<file path="src/logic/tmr_settings.svh">
/*
 * Build constants for the redundant aligner. TMR_LANES must stay 3, the voters
 * use a three-input majority. Health constants must fit the counter width.
 */
`ifndef TMR_SETTINGS_SVH
`define TMR_SETTINGS_SVH

////////////////////////////////////////////////////////////
// Redundancy and datapath
////////////////////////////////////////////////////////////

// Number of redundant aligner copies
`define TMR_LANES 3

// Instruction and address width
`define TMR_XLEN 32

////////////////////////////////////////////////////////////
// Lane health counters
////////////////////////////////////////////////////////////

// Width of each lane's error counter
`define HEALTH_COUNT_BITS 5

// Added per cycle with an error, removed per clean cycle
`define HEALTH_INCREMENT 4
`define HEALTH_DECREMENT 1

// Count at which a lane is declared broken
`define HEALTH_THRESHOLD 12

`endif
</file>
<file path="src/logic/tmr_pkg.sv">
/*
 * Shared types for the redundant aligner.
 * Widths come from the settings header.
 */
`default_nettype none

`include "tmr_settings.svh"

package tmr_pkg;

        // One instruction or address word
        typedef logic [`TMR_XLEN-1:0] word_t;

        // One bit per redundant copy
        typedef logic [`TMR_LANES-1:0] lane_vec_t;

        // Aligner FSM states
        typedef enum logic [1:0] {
                ALIGNED,            // nothing held
                MISALIGNED_32,      // held half starts a full instruction
                MISALIGNED_16,      // held half is a whole compressed instruction
                BRANCH_MISALIGNED   // branch landed on the upper half of a word
        } aligner_state_e;

endpackage

`default_nettype wire

</file>
<file path="src/logic/instr_aligner.sv">
/*
 * Splits 32-bit fetch words into 16/32-bit instructions with their PC.
 * branch_addr_i must be even. Outputs are combinational with zero latency.
 */
`timescale 1ns/1ps
`default_nettype none

module instr_aligner import tmr_pkg::*; (
        input  logic  clk,
        input  logic  reset_i,

        // Fetch side
        input  logic  fetch_valid_i,
        input  word_t fetch_rdata_i,
        output logic  aligner_ready_o,

        // Branch redirect
        input  logic  branch_i,
        input  word_t branch_addr_i,

        // Decode side
        input  logic  instr_ready_i,
        output logic  instr_valid_o,
        output word_t instr_aligned_o,
        output word_t pc_o
);

        // State a held upper halfword leads to
        function automatic aligner_state_e held_state(input logic [15:0] half);
                if (half[1:0] == 2'b11) begin
                        return MISALIGNED_32;
                end
                return MISALIGNED_16;
        endfunction

        aligner_state_e state_q;
        aligner_state_e state_d;
        word_t          pc_q;
        word_t          pc_d;
        word_t          pc_inc;
        logic [15:0]    held_q;
        logic [15:0]    held_d;
        logic           adv;
        logic           hold_upper;

        assign pc_o = pc_q;

        ////////////////////////////////////////////////////////////
        // Output decode and next state
        ////////////////////////////////////////////////////////////

        always_comb begin
                instr_valid_o   = 1'b0;
                aligner_ready_o = 1'b0;
                instr_aligned_o = fetch_rdata_i;
                adv             = 1'b0;
                hold_upper      = 1'b0;
                pc_inc          = '0;

                case (state_q)
                        ALIGNED: begin
                                instr_valid_o   = fetch_valid_i;
                                aligner_ready_o = instr_ready_i;
                                adv             = fetch_valid_i & instr_ready_i;
                                if (fetch_rdata_i[1:0] == 2'b11) begin
                                        pc_inc = word_t'(4);
                                end else begin
                                        // Compressed low half with the upper one held
                                        instr_aligned_o = word_t'(fetch_rdata_i[15:0]);
                                        pc_inc          = word_t'(2);
                                        hold_upper      = 1'b1;
                                end
                        end
                        MISALIGNED_32: begin
                                // Full instruction straddling the held half and this word
                                instr_valid_o   = fetch_valid_i;
                                aligner_ready_o = instr_ready_i;
                                adv             = fetch_valid_i & instr_ready_i;
                                instr_aligned_o = {fetch_rdata_i[15:0], held_q};
                                pc_inc          = word_t'(4);
                                hold_upper      = 1'b1;
                        end
                        MISALIGNED_16: begin
                                // Held half is a whole instruction and the fetch word waits
                                instr_valid_o   = 1'b1;
                                instr_aligned_o = word_t'(held_q);
                                adv             = instr_ready_i;
                                pc_inc          = word_t'(2);
                        end
                        default: begin
                                // Skip the low half of the first word after the branch
                                aligner_ready_o = 1'b1;
                                adv             = fetch_valid_i;
                                hold_upper      = 1'b1;
                        end
                endcase

                state_d = state_q;
                pc_d    = pc_q;
                held_d  = held_q;

                if (branch_i) begin
                        instr_valid_o   = 1'b0;
                        aligner_ready_o = 1'b0;
                        pc_d            = branch_addr_i;
                        state_d         = branch_addr_i[1] ? BRANCH_MISALIGNED : ALIGNED;
                end else if (adv) begin
                        pc_d = pc_q + pc_inc;
                        if (hold_upper) begin
                                held_d  = fetch_rdata_i[31:16];
                                state_d = held_state(fetch_rdata_i[31:16]);
                        end else begin
                                state_d = ALIGNED;
                        end
                end
        end

        ////////////////////////////////////////////////////////////
        // Registers
        ////////////////////////////////////////////////////////////

        always_ff @(posedge clk) begin
                if (reset_i) begin
                        state_q <= ALIGNED;
                        pc_q    <= '0;
                end else begin
                        state_q <= state_d;
                        pc_q    <= pc_d;
                end
        end

        // Held upper halfword
        always_ff @(posedge clk) begin
                held_q <= held_d;
        end

endmodule

`default_nettype wire

</file>
<file path="config.mk">
export PLATFORM = sky130hd
export DESIGN_NAME = instr_aligner
export DESIGN_NICKNAME = d
export VERILOG_FILES = /design/src/logic/tmr_pkg.sv /design/src/logic/instr_aligner.sv
export VERILOG_INCLUDE_DIRS = /design/src /design/src/logic
export SDC_FILE = /design/constraint.sdc
export NUM_CORES = 1
export LEC_CHECK = 0
export ABC_AREA = 1
export BUFFER_PORTS_ARGS = -buffer_cell sky130_fd_sc_hd__buf_2
export CORE_ASPECT_RATIO = 0.5
export CORE_UTILIZATION = 50
export CTS_CLUSTER_DIAMETER = 30
export DETAILED_ROUTE_END_ITERATION = 16
export PLACE_DENSITY = 0.82
export SYNTH_ARGS = -nofsm -noshare
export SYNTH_HDL_FRONTEND = slang
export SYNTH_SLANG_ARGS = --single-unit
</file>
<file path="constraint.sdc">
create_clock -name clk -period 2.7 [get_ports clk]
set_clock_uncertainty 0.15 [all_clocks]
set_input_delay 0.405 -clock clk [delete_from_list [all_inputs] [get_ports clk]]
set_output_delay 0.405 -clock clk [all_outputs]
set_load 0.02 [all_outputs]
</file>
* After elaboration in Yosys (flattened, before gate mapping) *
Index checks and enable logic that the tools add are counted.

word-level totals
  bits in registers = 50
  input bits = 69
  output and inout port bits = 66

operators by class
  add/sub/neg operators = 1
  equal/unequal tests = 4
  multiplexer cells = 23
  bitwise logic cells = 2
  reductions and logical operators = 4

operator list
  cell                                                 number
  2-to-1 mux 32 bit                                    3
  one-hot mux 32 bit (3 select lines)                  1
  adder 32 bit                                         1
  2-to-1 mux 2 bit                                     6
  one-hot mux 3 bit (3 select lines)                   1
  one-hot mux 1 bit (2 select lines)                   4
  2-to-1 mux 1 bit                                     7
  equality test 2 bit, second input constant           3
  2-to-1 mux 3 bit                                     1
  AND reduction 3 bit                                  1
  equality test 2 x 1 -> 1 bit, second input constant  1
  logical NOT 2 bit                                    1
  nonzero test 2 bit                                   1
  OR reduction 2 bit                                   1
  bitwise AND 1 bit                                    1
  inverter 1 bit                                       1

* Longest topological paths before layout *
  depth after elaboration = 10
  gate-level depth with buffers = 14
  gate-level depth less buffers = 14

* Worst setup path before layout *
No wires, ideal clock.

  path kind = flip-flop to flip-flop
  from = reg state_q[1]
  to = reg pc_q[29], in the netlist pc_o[29]
  library setup time = 69 ps
  data arrival time = 2139 ps
  slack = 342 ps
  cell stages (with the launch flop) = 15
  path buffers = 1
  clock period less this slack = 2358 ps
  path through = dfxtp_1 -> inv_1 -> nand2_2 -> buf_2 -> o21ai_0 -> fa_1 -> inv_1 -> nor2_4 -> nand3_1 -> clkinv_1 -> nand2_1 -> nand2_1 -> nand2_1 -> nand2_1 -> a21oi_2

on the way
  longest elaborated chain between the ends = 5
  elaborated cells on any way between the ends = 10
  classes of those cells = add/sub: 1; eq/ne: 2; mux: 4; reduce/logical: 3

RTL lines
  what                                               line                  text
  start, declared                                    instr_aligner.sv:36   aligner_state_e state_q;
  start signal, assigned                             instr_aligner.sv:127  state_q <= state_d;
  equality test 2 bit, or another cell as far along  instr_aligner.sv:60   case (state_q)
  one-hot mux 3 bit (3 select lines)                 instr_aligner.sv:60
  adder 32 bit                                       instr_aligner.sv:108  pc_d = pc_q + pc_inc;
  2-to-1 mux 32 bit                                  instr_aligner.sv:107  end else if (adv) begin
  2-to-1 mux 32 bit                                  instr_aligner.sv:102  if (branch_i) begin
  end signal, assigned                               instr_aligner.sv:128  pc_q <= pc_d;
  end, declared                                      instr_aligner.sv:38   word_t pc_q;

Several ways; a longest one is shown, not always the timed one. The select of a mux whose other input is x is not followed.
A chain may end at the register's enable or synchronous reset.

* Final worst setup path *
  from = reg state_q[1]
  to = out instr_aligned_o[9]

on the way
  longest elaborated chain between the ends = 2
  elaborated cells on any way between the ends = 4
  classes of those cells = eq/ne: 2; mux: 1; reduce/logical: 1

RTL lines
  what                                               line                 text
  equality test 2 bit, or another cell as far along  instr_aligner.sv:60
  one-hot mux 32 bit (3 select lines) (*)            instr_aligner.sv:60
  end, declared                                      instr_aligner.sv:24  output word_t instr_aligned_o,

Every way passes the cells marked *; elsewhere a longest branch is shown, timed or not.

==> results.json <==
{
  "status": "finished, final reports clean",
  "rr_startpoint": "state_q[1]",
  "leakagePower_uw": 0.002147,
  "drt_wl_total_um": 9334,
  "met1Wirelength_um": 4414,
  "clock_latency_ns": 0.29,
  "crit_required_ns": 2.14,
  "highest_layer": "met4",
  "wl_per_cell_um": 12.30,
  "ctsHoldBuffers": 0,
  "grt_max_degree": 37,
  "startpoint_type": "flop",
  "dp_cells": 751,
  "ant_nets": 0,
  "n_antenna_cell": 0,
  "final_hold_viol_count": 0,
  "met2_length_um": 4313,
  "fmax_ghz": 0.3932,
  "hold_path.class": "in2reg",
  "finalNonFillerCells": 759,
  "synth_seq_cells": 50,
  "dr_total_vias": 3754,
  "syn-mean-instance-area_sq_um": 6.479,
  "peakVddDrop_mv": 0.2862,
  "yosys_warnings": 0,
  "cp.arrival_ns": 1.99,
  "period_needed_ns": 2.543,
  "max_cap_violations": 0,
  "netlist-cell-type-count": 38,
  "period_share": 0.9419,
  "gr-usage-all-layers": 0.2496,
  "postLayoutCoreUtil": 0.6438,
  "path_class": "reg2out",
  "reg2reg_slack_ns": 0.28,
  "reg2reg_to": "pc_o[30]",
  "tns_ns": 0,
  "rows": 21,
  "fillers": 638,
  "finalMaxSlewViolations": 0,
  "via_per_inst": 4.946,
  "max-slew-margin-rel": 0.4850,
  "min-delay-start": "fetch_rdata_i[21]",
  "ys_seq_area_frac": 0.3325,
  "wl_met3_um": 539,
  "power.total_uw": 2088,
  "tightest_slew_ns": 0.7725,
  "syn_area_sq_um": 3492,
  "cts_setup_buffers": 0,
  "die_width_um": 120.2,
  "nets": 738,
  "clkSinkCount": 50,
  "crit_path_end_kind": "output pin",
  "synth_fp_nets": 611,
  "synth_ff_type": "dfxtp_1",
  "area_growth_pct": 24.01,
  "synth_edf_count": 16,
  "clk_pin_slew_ns": 0.07,
  "initial_core_util": 0.5192,
  "pwr_density_cell_nw_per_um2": 482.1,
  "port_buffers": 134,
  "drc": 0,
  "drtIter0Drc": 283,
  "io_pins": 135,
  "grt-ovfl-total": 0,
  "path_max_fanout": 32,
  "die_area_sq_um": 7343,
  "layout_commonest_cell": "nand2_1",
  "ctsResizeCount": 0,
  "setup_viol": 0,
  "drt_pre_antenna_iters": 5,
  "antenna_found_initial": 0,
  "cts_htree_levels": 2,
  "final_layout_size_suffix_gt1_frac": 0.2624,
  "min_to": "held_q[5]",
  "r2r_cells": 13,
  "grt_pass1_wl_um": 14260,
  "cts_root_buf": "clkbuf_16",
  "rsz0062_at_grt": "no",
  "cts_tree": "built",
  "numCtsBuffers": 5,
  "clockBufferDepth": 2,
  "core_sq_um": 6726,
  "die_h_um": 61.10,
  "place.gp.congestion": 0.9172,
  "final_cell_mix": "202 x nand2_1, 134 x buf_2, 75 x inv_1",
  "async_flop_share": 0,
  "dp_hpwl_um": 6808,
  "grt_pass1_vias": 3012,
  "hold_depth": 1,
  "syn_inst": 539
}
[flip-flops by register name, indices dropped and copies added (netlist names)]
signal and count:
pc_o 32, held_q 16, state_q 2
[logic make-up after synthesis]
logic type | after synthesis | synth area share
AOI/OAI and AO/OA | 88 | 0.1537
xor gates and xnor gates | 13 | 0.03261
adders and majority gates | 3 | 0.01290
buffers and inverters | 100 | 0.1311
DFF | 50 | 0.3325
and+or+nand+nor | 285 | 0.3372
[report_power, final]
part	switching, uW	leakage [uW]	internal (uW)
clock network	275	0.0000785	435
logic	324	0.00164	186
registers	50.0	0.000427	817
[final cells by class]
class / instances / area (sq um) / share of cell area
clock buffer: 6 / 128.9 / 0.02976
clock inverter: 2 / 33.78 / 0.007801
inverter: 80 / 302.8 / 0.06992
multi-input combinational: 389 / 1873 / 0.4325
sequential: 50 / 1161 / 0.2681
tap: 92 / 115.1 / 0.02658
timing repair buffer: 140 / 715.7 / 0.1653
[synth_stat cells, drive strengths merged, types with 5 or more instances]
master / n / area share
a31oi: 7 / 0.013
nand3: 12 / 0.017
a21oi: 32 / 0.058
dfxtp: 34 / 0.19
o21ai: 27 / 0.042
nand3b: 8 / 0.017
clkbuf: 8 / 0.015
nand2: 210 / 0.23
inv: 79 / 0.086
edfxtp: 16 / 0.14
o22ai: 16 / 0.029
xnor2: 5 / 0.013
buf: 11 / 0.027
xor2: 8 / 0.020
nor2: 52 / 0.064
[critical path: stages, from the launching register on]
cell and delay (ns):
dfxtp_1 0.46, inv_1 0.16, nand2_2 0.09, buf_4 0.23, nand2_1 0.07, buf_4 0.22
o21ai_0 0.24, buf_2 0.21
[layer usage]
layer  track usage  up-vias
met5             0        -
met4       0.05000        0
met3       0.04167       11
met2        0.4335      120
met1        0.3372     1681
li1              -     1942
[worst max path at each step]
stage | start | to | slack, ns | cells past startpoint
5_1_grt | state_q[1] | instr_aligned_o[9] | 0.08 | 7
2_1_floorplan | state_q[1] | pc_o[29] | 0.34 | 14
6_report | state_q[1] | instr_aligned_o[9] | 0.16 | 7
3_5_place_dp | fetch_rdata_i[0] | pc_o[15] | 0.21 | 13
3_3_place_gp | fetch_rdata_i[0] | pc_o[29] | 0.32 | 15
4_1_cts | state_q[1] | instr_aligned_o[9] | 0.18 | 7
[metrics by stage]
stage               hold WS, ns  setup WS, ns  cell area (sq um)
finish                   0.1511        0.1570               4330
global placement         0.2969        0.3160               4168
floorplan                0.3539        0.3425               3492
global route             0.1421       0.07666               4330
CTS                      0.1486        0.1762               4330
detailed placement       0.3169        0.2082               4168
(Power assumes the default switching activity.)
