**src/logic/tmr_settings.svh**
```systemverilog
/*
 * Build constants for the redundant aligner. TMR_LANES must stay 3, the voters
 * use a three-input majority. Health constants must fit the counter width.
 */
`ifndef TMR_SETTINGS_SVH
`define TMR_SETTINGS_SVH

////////////////////////////////////////////////////////////
// Redundancy and datapath
////////////////////////////////////////////////////////////

// Number of redundant aligner copies
`define TMR_LANES 3

// Instruction and address width
`define TMR_XLEN 32

////////////////////////////////////////////////////////////
// Lane health counters
////////////////////////////////////////////////////////////

// Width of each lane's error counter
`define HEALTH_COUNT_BITS 5

// Added per cycle with an error, removed per clean cycle
`define HEALTH_INCREMENT 4
`define HEALTH_DECREMENT 1

// Count at which a lane is declared broken
`define HEALTH_THRESHOLD 12

`endif
```
**src/logic/tmr_pkg.sv**
```systemverilog
/*
 * Shared types for the redundant aligner.
 * Widths come from the settings header.
 */
`default_nettype none

`include "tmr_settings.svh"

package tmr_pkg;

        // One instruction or address word
        typedef logic [`TMR_XLEN-1:0] word_t;

        // One bit per redundant copy
        typedef logic [`TMR_LANES-1:0] lane_vec_t;

        // Aligner FSM states
        typedef enum logic [1:0] {
                ALIGNED,            // nothing held
                MISALIGNED_32,      // held half starts a full instruction
                MISALIGNED_16,      // held half is a whole compressed instruction
                BRANCH_MISALIGNED   // branch landed on the upper half of a word
        } aligner_state_e;

endpackage

`default_nettype wire

```
**src/logic/lane_health_monitor.sv**
```systemverilog
/*
 * Saturating error counter per lane with sticky broken flags.
 * Flags clear only on reset.
 */
`timescale 1ns/1ps
`default_nettype none

`include "tmr_settings.svh"

module lane_health_monitor import tmr_pkg::*; (
        input  logic      clk,
        input  logic      reset_i,
        input  lane_vec_t lane_err_i,
        input  lane_vec_t set_broken_i,
        output lane_vec_t is_broken_o
);

        typedef logic [`HEALTH_COUNT_BITS-1:0] count_t;

        localparam count_t COUNT_MAX = '1;
        localparam count_t COUNT_INC = `HEALTH_INCREMENT;
        localparam count_t COUNT_DEC = `HEALTH_DECREMENT;
        localparam count_t COUNT_THR = `HEALTH_THRESHOLD;

        count_t    count_q [`TMR_LANES];
        count_t    count_d [`TMR_LANES];
        lane_vec_t broken_q;
        lane_vec_t broken_d;

        assign is_broken_o = broken_q;

        always_comb begin
                for (int l = 0; l < `TMR_LANES; l++) begin
                        if (lane_err_i[l]) begin
                                // Clamp at the top of the counter
                                count_d[l] = (count_q[l] > COUNT_MAX - COUNT_INC) ?
                                             COUNT_MAX : count_q[l] + COUNT_INC;
                        end else begin
                                count_d[l] = (count_q[l] < COUNT_DEC) ?
                                             '0 : count_q[l] - COUNT_DEC;
                        end
                        broken_d[l] = broken_q[l] | set_broken_i[l] |
                                      (count_d[l] >= COUNT_THR);
                end
        end

        always_ff @(posedge clk) begin
                if (reset_i) begin
                        broken_q <= '0;
                        for (int l = 0; l < `TMR_LANES; l++) begin
                                count_q[l] <= '0;
                        end
                end else begin
                        broken_q <= broken_d;
                        for (int l = 0; l < `TMR_LANES; l++) begin
                                count_q[l] <= count_d[l];
                        end
                end
        end

endmodule

`default_nettype wire

```
**config.mk**
```make
export PLATFORM = sky130hd
export DESIGN_NAME = lane_health_monitor
export DESIGN_NICKNAME = d
export VERILOG_FILES = /design/src/logic/tmr_pkg.sv /design/src/logic/lane_health_monitor.sv
export VERILOG_INCLUDE_DIRS = /design/src /design/src/logic
export SDC_FILE = /design/constraint.sdc
export NUM_CORES = 1
export LEC_CHECK = 0
export ABC_AREA = 1
export BUFFER_PORTS_ARGS = -buffer_cell sky130_fd_sc_hd__buf_2
export CAP_MARGIN = 20
export CORE_MARGIN = 5
export CORE_UTILIZATION = 43
export DETAILED_ROUTE_END_ITERATION = 16
export PLACE_DENSITY = 0.66
export SKIP_CTS_REPAIR_TIMING = 1
export SYNTH_ARGS = -nofsm -noshare
export SYNTH_HDL_FRONTEND = slang
export SYNTH_SLANG_ARGS = --single-unit
```
**constraint.sdc**
```tcl
create_clock -name clk -period 1.5 [get_ports clk]
set_input_delay 0.3 -clock clk [delete_from_list [all_inputs] [get_ports clk]]
set_output_delay 0.3 -clock clk [all_outputs]
set_load 0.005 [all_outputs]
```
---- Yosys cells after proc, flatten, opt, wreduce, memory -nomap -nowiden ----
Memory sizes are Yosys's and may differ from the RTL's.
Index checks and enable logic that the tools add are counted.
storage, ports and cells
  register bits after elaboration ......... 3
  bits in latches ......................... 0
  RAM bits ................................ 15
  ROM bits ................................ 0
  input bits .............................. 8
  output and inout port bits .............. 3
  word-level logic and storage cells ...... 41
  memories kept ........................... 1
cells by class
  $add $sub $neg .......................... 6
  $mul .................................... 0
  divide/modulo/power cells ............... 0
  $lt $le $gt $ge ......................... 9
  equality and inequality tests ........... 0
  shift operators ......................... 0
  multiplexer cells ....................... 15
  bitwise logic cells ..................... 9
  reduce and logical (&&, ||, !) cells .... 0
memory list
  memory   words  width  read ports  clocked after Yosys merged registers in  wr ports  RTL line                   RTL
  count_q  3      5      3           0                                        3         lane_health_monitor.sv:25  count_t count_q [`TMR_LANES];
operators with widths
  operator                                                           count
  two-way mux 5 bit                                                  12
  adder 5 x 3 -> 5 bit, second input constant                        3
  greater-or-equal comparator 5 x 4 -> 1 bit, second input constant  3
  greater-than comparator 5 bit, second input constant               3
  less-than comparator 5 x 1 -> 1 bit, second input constant         3
  subtractor 5 x 1 -> 5 bit, second input constant                   3
  bitwise OR 1 bit                                                   9
  two-way mux 1 bit                                                  3

---- Logic depth before layout (Yosys ltp) ----
Gate-level depths: netlist of run 1.
  depth in word-level cells ............... 5
  mapped depth ............................ 11
  depth with buffers taken out ............ 11

---- Least setup slack after synthesis of run 1 ----
OpenSTA, ideal clock, no wires.
  path type ............................... register -> register
  start point ............................. mem count_q[0][7] (netlist name)
  end point ............................... reg broken_q[1], in the netlist is_broken_o[1]
  library setup time ...................... 0.112 ns
  arrival time ............................ 1.122 ns
  path slack .............................. 0.266 ns
  stages on the path, launching flop included .. 9
  buffers on the path ..................... 0
  period minus slack after synthesis ...... 1.234 ns
  cell sequence ........................... dfxtp_1 inv_1 ha_1 nor2_1 nand2_1 nand2_1 inv_1 nand2_1 nand2_1
RTL lines
  element                 RTL line                   RTL
  start: declaration      lane_health_monitor.sv:25
  end signal: assignment  lane_health_monitor.sv:54  broken_q <= broken_d;
  end: declaration        lane_health_monitor.sv:27  lane_vec_t broken_q;

==> flow_summary.toml, run 1 <==
[status]
outcome = "finished clean"

[sta]
worst_pin_slew_ns = 0.260
post-route-period-util_pct = 91.5
hold_viol = 0
setup_tns_ns = 0
fin_skew_ns = 0.000606
max-slew-margin-rel_pct = 82.6
slew_violations = 0
rsz0062_at_grt = "no"
max_freq_mhz = 729
finalSetupViolCount = 0
fin_crit_ns = 1.37

[worst_setup_path]
end_kind = "register"
crit_arrival_ns = 1.62
r2r_start = "count_q[0][12]$_SDFF_PP0_"
path_class = "reg2reg"
crit_end = "is_broken_o[2]$_SDFF_PP0_"
r2r_slack_ns = 0.13
startpoint = "count_q[0][12]$_SDFF_PP0_"
critical_path.startpoint_type = "register"
r2r_cells = 7
required_ns = 1.74
worstPathMaxFanout = 5
reg2reg_to = "is_broken_o[2]$_SDFF_PP0_"

[logic_synthesis]
synth_edf_count = 0
syn_area_mm2 = 0.00134
synth_top_area_cell = "dfxtp_1"
synthTopCellsByCount = "62 x nand2_1, 25 x inv_1, 18 x dfxtp_1, 18 x ha_1, 17 x nor2_1"
synth.top_cell.area_share_pct = 27.0
ys_warn_count = 0
synth_area_leaders = "dfxtp_1 27%, nand2_1 17%, ha_1 17%, inv_1 7.0%, nand3_1 5.6%"
synth_cell_types = 19
synth_cells = 197
synthesis.nets = 223
yosys_most_used_dff = "dfxtp_1"
yosysMostFrequentCell = "nand2_1"
yosysSeqAreaShare_pct = 27.0
avgSynthCellArea_um2 = 6.78
ys_ff_latch = 18
async_reset_ff_share_pct = 0

[global_route]
grt.overflow.total = 0
antenna_found_initial = 0
grt_usage_pct = 13.1
grt_pass1_vias = 1149
grt_max_degree = 11
grt_pass1_wl_um = 4490

[power]
p_leak_uw = 0.000797
powerDensity_mw_per_mm2 = 1130
ir_worst_vdd_uv = 710

[routing]
ant_nets = 0
wirelength_um = 2460
drtIter0Drc = 49
dr.pass1.iters = 4
vias = 1190
avgViaCountPerCell = 4.63
drc = 0
avgRoutedWirePerCell_um = 9.59

[floorplan]
die_area_mm2 = 0.00432
start_util_pct = 44.1
die_x_um = 65.7
design.core.area_mm2 = 0.00303
io_pins = 11
rows = 20
dieHeight_um = 65.7

[cells_and_area]
nNetsFinal = 240
diodes = 0
area_delta_synth_final_pct = 12.0
drive_above_1_share_pct = 14.1
instances_no_fill = 257

[placement]
placedCellCount = 253
numPortBuffers = 10
dp_hpwl_um = 2020
routabilityCongestion = 0.802

[clock_network]
cts_max_path_buffers = 2
clk_pin_slew_ns = 0.10
clockRootBuffer = "clkbuf_4"
clock-sinks = 18
clock_latency_ns = 0.29
cts_tree = "built"
h-tree-depth = 1
cts_made_buffers = 3

[run]
maxCapViolations = 0

[worst_hold_path]
hold_path_class = "in2reg"
[per-stage QoR]
stage          hold WS (ns)  setup slack (ns)  instance area, um2  utilization [%]  total power [uW]
2_1_floorplan         0.368             0.266                1340                -              1230
3_3_place_gp          0.538             0.161                1460             48.2              1400
3_5_place_dp          0.538             0.151                1460             48.2              1400
4_1_cts               0.237             0.122                1500             49.4              1710
5_1_grt               0.238           0.00727                1500             49.4              1870
6_report              0.246             0.128                1500             49.4              1680
[state kept, by name (all words and copies together), names as in the netlist]
name,cells
is_broken_o,3
count_q,15
[critical path: stages, from the launching register on]
cell	delay (ns)
dfxtp_1	0.45
inv_1	0.12
ha_1	0.22
a21oi_2	0.15
nand2_2	0.11
a21oi_2	0.14
nand3_1	0.08
nand2_1	0.06
[how the worst min path moves through the flow]
stage / startpoint / to / slack [ns] / cells past startpoint
after global placement: is_broken_o[2]$_SDFF_PP0_ / is_broken_o[2]$_SDFF_PP0_ / 0.54 / 4
after detailed placement: is_broken_o[2]$_SDFF_PP0_ / is_broken_o[2]$_SDFF_PP0_ / 0.54 / 4
after floorplan: reset_i / count_q[0][7]$_SDFF_PP0_ / 0.37 / 1
after CTS: reset_i / count_q[0][14]$_SDFF_PP0_ / 0.24 / 2
after global routing: reset_i / count_q[0][14]$_SDFF_PP0_ / 0.24 / 2
final: reset_i / count_q[0][0]$_SDFF_PP0_ / 0.25 / 2
[logic make-up (layout without fill, tap and decap cells)]
group | Yosys count | in the layout | share of synthesized area (%)
xor+xnor | 6 | 6 | 3.94
simple gates | 109 | 109 | 35.7
flops | 18 | 18 | 27.0
compound gates | 20 | 20 | 9.18
buf+inv | 26 | 42 | 7.31
fa+ha+maj | 18 | 18 | 16.9
[cell type report]
type,count,area [um2]
Clock buffer,4,36.3
Fill cell,316,1530
Inverter,25,93.8
Multi-Input combinational cell,153,877
Sequential cell,18,360
Tap cell,44,55.1
Timing Repair Buffer,13,72.6
[layer usage]
metal,vias up,track usage (%),share of wire [%]
met5,-,0,0
met4,0,3.11,0.65
met3,2,3.59,1.9
met2,10,23.8,47
met1,527,15.1,50
li1,651,-,-
[cell usage in the layout (no fill, tap or decap), types with 3 or more instances in the layout]
cell and n:
nand3_1 15, buf_2 10, a21oi_1 12, o21a_1 3, nor2_1 17, inv_1 25
clkbuf_4 3, dfxtp_1 18, a21oi_2 4, nand2_2 5, nand2_1 62, nand3b_1 3
xnor2_1 3, xor2_1 3, ha_1 18, buf_4 3
[power by group]
group	total [uW]	internal (uW)	switching (uW)
combinational	728	306	421
sequential	656	567	89.1
clock	298	148	150
total	1680	1020	661
(Power assumes the default switching activity.)
==> run 2, diff against run 1 <==
- BUFFER_PORTS_ARGS: -buffer_cell sky130_fd_sc_hd__buf_2 -> unset
- DONT_BUFFER_PORTS: unset -> 1
- PLACE_DENSITY: 0.66 -> 0.63
==> flow_summary.toml, run 2 (same netlist as run 1, synthesis figures left out) <==
[status]
outcome = "finished clean"

[sta]
worst_pin_slew_ns = 0.278
finalSetupViolCount = 0
max_freq_mhz = 752
setup_tns_ns = 0
rsz0062_at_grt = "no"
fin_crit_ns = 1.33
fin_skew_ns = 0.00641
slew_violations = 0
whs_ns = 0.0422
hold_viol = 0
max-slew-margin-rel_pct = 81.5
post-route-period-util_pct = 88.7

[routing]
ant_nets = 0
vias = 1229
drc = 0
wirelength_um = 2690
avgRoutedWirePerCell_um = 10.9
dr.pass1.iters = 4
drtIter0Drc = 54
avgViaCountPerCell = 4.96

[floorplan]
design.core.area_mm2 = 0.00303
die_x_um = 65.7
dieHeight_um = 65.7
start_util_pct = 44.1
rows = 20
io_pins = 11
die_area_mm2 = 0.00432

[cells_and_area]
num-fill-cells = 325
final_cell_mix = "62 x nand2_1, 23 x inv_1, 18 x ha_1, 18 x dfxtp_1, 17 x nor2_1"
final_common_cell = "nand2_1"
nNetsFinal = 231
top_register = "count_q"
diodes = 0
largest_register_ffs = 15
drive_above_1_share_pct = 11.3
area_delta_synth_final_pct = 8.81

[run]
maxCapViolations = 0

[global_route]
grt_max_degree = 14
grt_pass1_wl_um = 4740
grt.overflow.total = 0
antenna_found_initial = 0
grt_pass1_vias = 1163
grt_usage_pct = 14.0

[worst_setup_path]
reg2reg_to = "is_broken_o[2]$_SDFF_PP0_"
critical_path.startpoint_type = "register"
r2r_slack_ns = 0.17
crit_arrival_ns = 1.54
end_kind = "register"
r2r_cells = 10
required_ns = 1.71
r2r_start = "count_q[0][13]$_SDFF_PP0_"
path_class = "reg2reg"
worstPathMaxFanout = 6

[power]
p_leak_uw = 0.000762
ir_worst_vdd_uv = 527
p_sw_share_pct = 39.9
intPower_uw = 1020
p_comb_share_pct = 42.4
powerDensity_mw_per_mm2 = 1160
clockPowerShare_pct = 18.7
switchingPower_uw = 674
seqPwrFrac_pct = 38.9

[worst_hold_path]
worstHoldStart = "reset_i"
hold_path_class = "in2reg"
min_path_cells = 1
hold_path_end = "count_q[0][7]$_SDFF_PP0_"

[clock_network]
clockRootBuffer = "clkbuf_4"
clock-sinks = 18
cts_tree = "built"
h-tree-depth = 1
clock_latency_ns = 0.31
cts_max_path_buffers = 2
cts_made_buffers = 3
clk_pin_slew_ns = 0.11

[placement]
routabilityCongestion = 0.938
numPortBuffers = 0
dp_hpwl_um = 2080
-- run 2: cell count changes in the layout (fill, tap and decap cells not counted), sizes merged --
cell	before	now
buf	13	4
-- run 2: power groups by stage --
stage	sequential, uW	clock, uW	combinational, uW
final	657	316	717
after global routing	674	350	850
after CTS	655	325	717
after detailed placement	666	0	713
after global placement	665	0	696
after floorplan	659	0	574
-- run 2: through the flow --
stage,area (um2),setup WS [ns],util (%),std cells,power (uW)
floorplan,1340,0.266,-,197,1230
global placement,1420,0.214,46.8,244,1360
detailed placement,1420,0.173,46.8,244,1380
CTS,1450,0.152,48.0,248,1700
global route,1450,0.0132,48.0,248,1870
finish,1450,0.170,48.0,248,1690
-- run 2: per-layer routing --
| layer | up-vias | global-route usage (%) | part of all wire [%] |
|---|---|---|---|
| met5 | - | 0 | 0 |
| met4 | 0 | 6.48 | 1.0 |
| met3 | 4 | 3.76 | 4.8 |
| met2 | 29 | 23.8 | 49 |
| met1 | 563 | 16.1 | 46 |
| li1 | 633 | - | - |
-- run 2: critical path, cell delays in order, from the launching register on --
cell and delay [ns]:
dfxtp_1 0.45, inv_1 0.12, ha_1 0.19, nand2_1 0.08, nand2_1 0.05, nand2_1 0.05
nand2_1 0.05, nand2_1 0.09, nand3_2 0.07, nand2_1 0.05, nand2_1 0.05
-- run 2: layout make-up --
type / count / area (um2) / share of cell area, %
Multi-Input combinational cell: 153 / 877 / 60.4
Sequential cell: 18 / 360 / 24.8
Inverter: 25 / 93.8 / 6.46
Tap cell: 44 / 55.1 / 3.79
Clock buffer: 4 / 36.3 / 2.50
Timing Repair Buffer: 4 / 30.0 / 2.07
-- run 2: worst max-delay path by stage --
stage                           endpoint                      start  slack (ns)  depth (start not counted)
3_3_place_gp   is_broken_o[2]$_SDFF_PP0_  count_q[0][10]$_SDFF_PP0_        0.21                         11
3_5_place_dp   is_broken_o[2]$_SDFF_PP0_  count_q[0][10]$_SDFF_PP0_        0.17                         11
2_1_floorplan  is_broken_o[1]$_SDFF_PP0_   count_q[0][7]$_SDFF_PP0_        0.27                          8
5_1_grt        is_broken_o[2]$_SDFF_PP0_  count_q[0][13]$_SDFF_PP0_        0.01                         10
6_report       is_broken_o[2]$_SDFF_PP0_  count_q[0][13]$_SDFF_PP0_        0.17                         10
4_1_cts        is_broken_o[2]$_SDFF_PP0_  count_q[0][10]$_SDFF_PP0_        0.15                         11
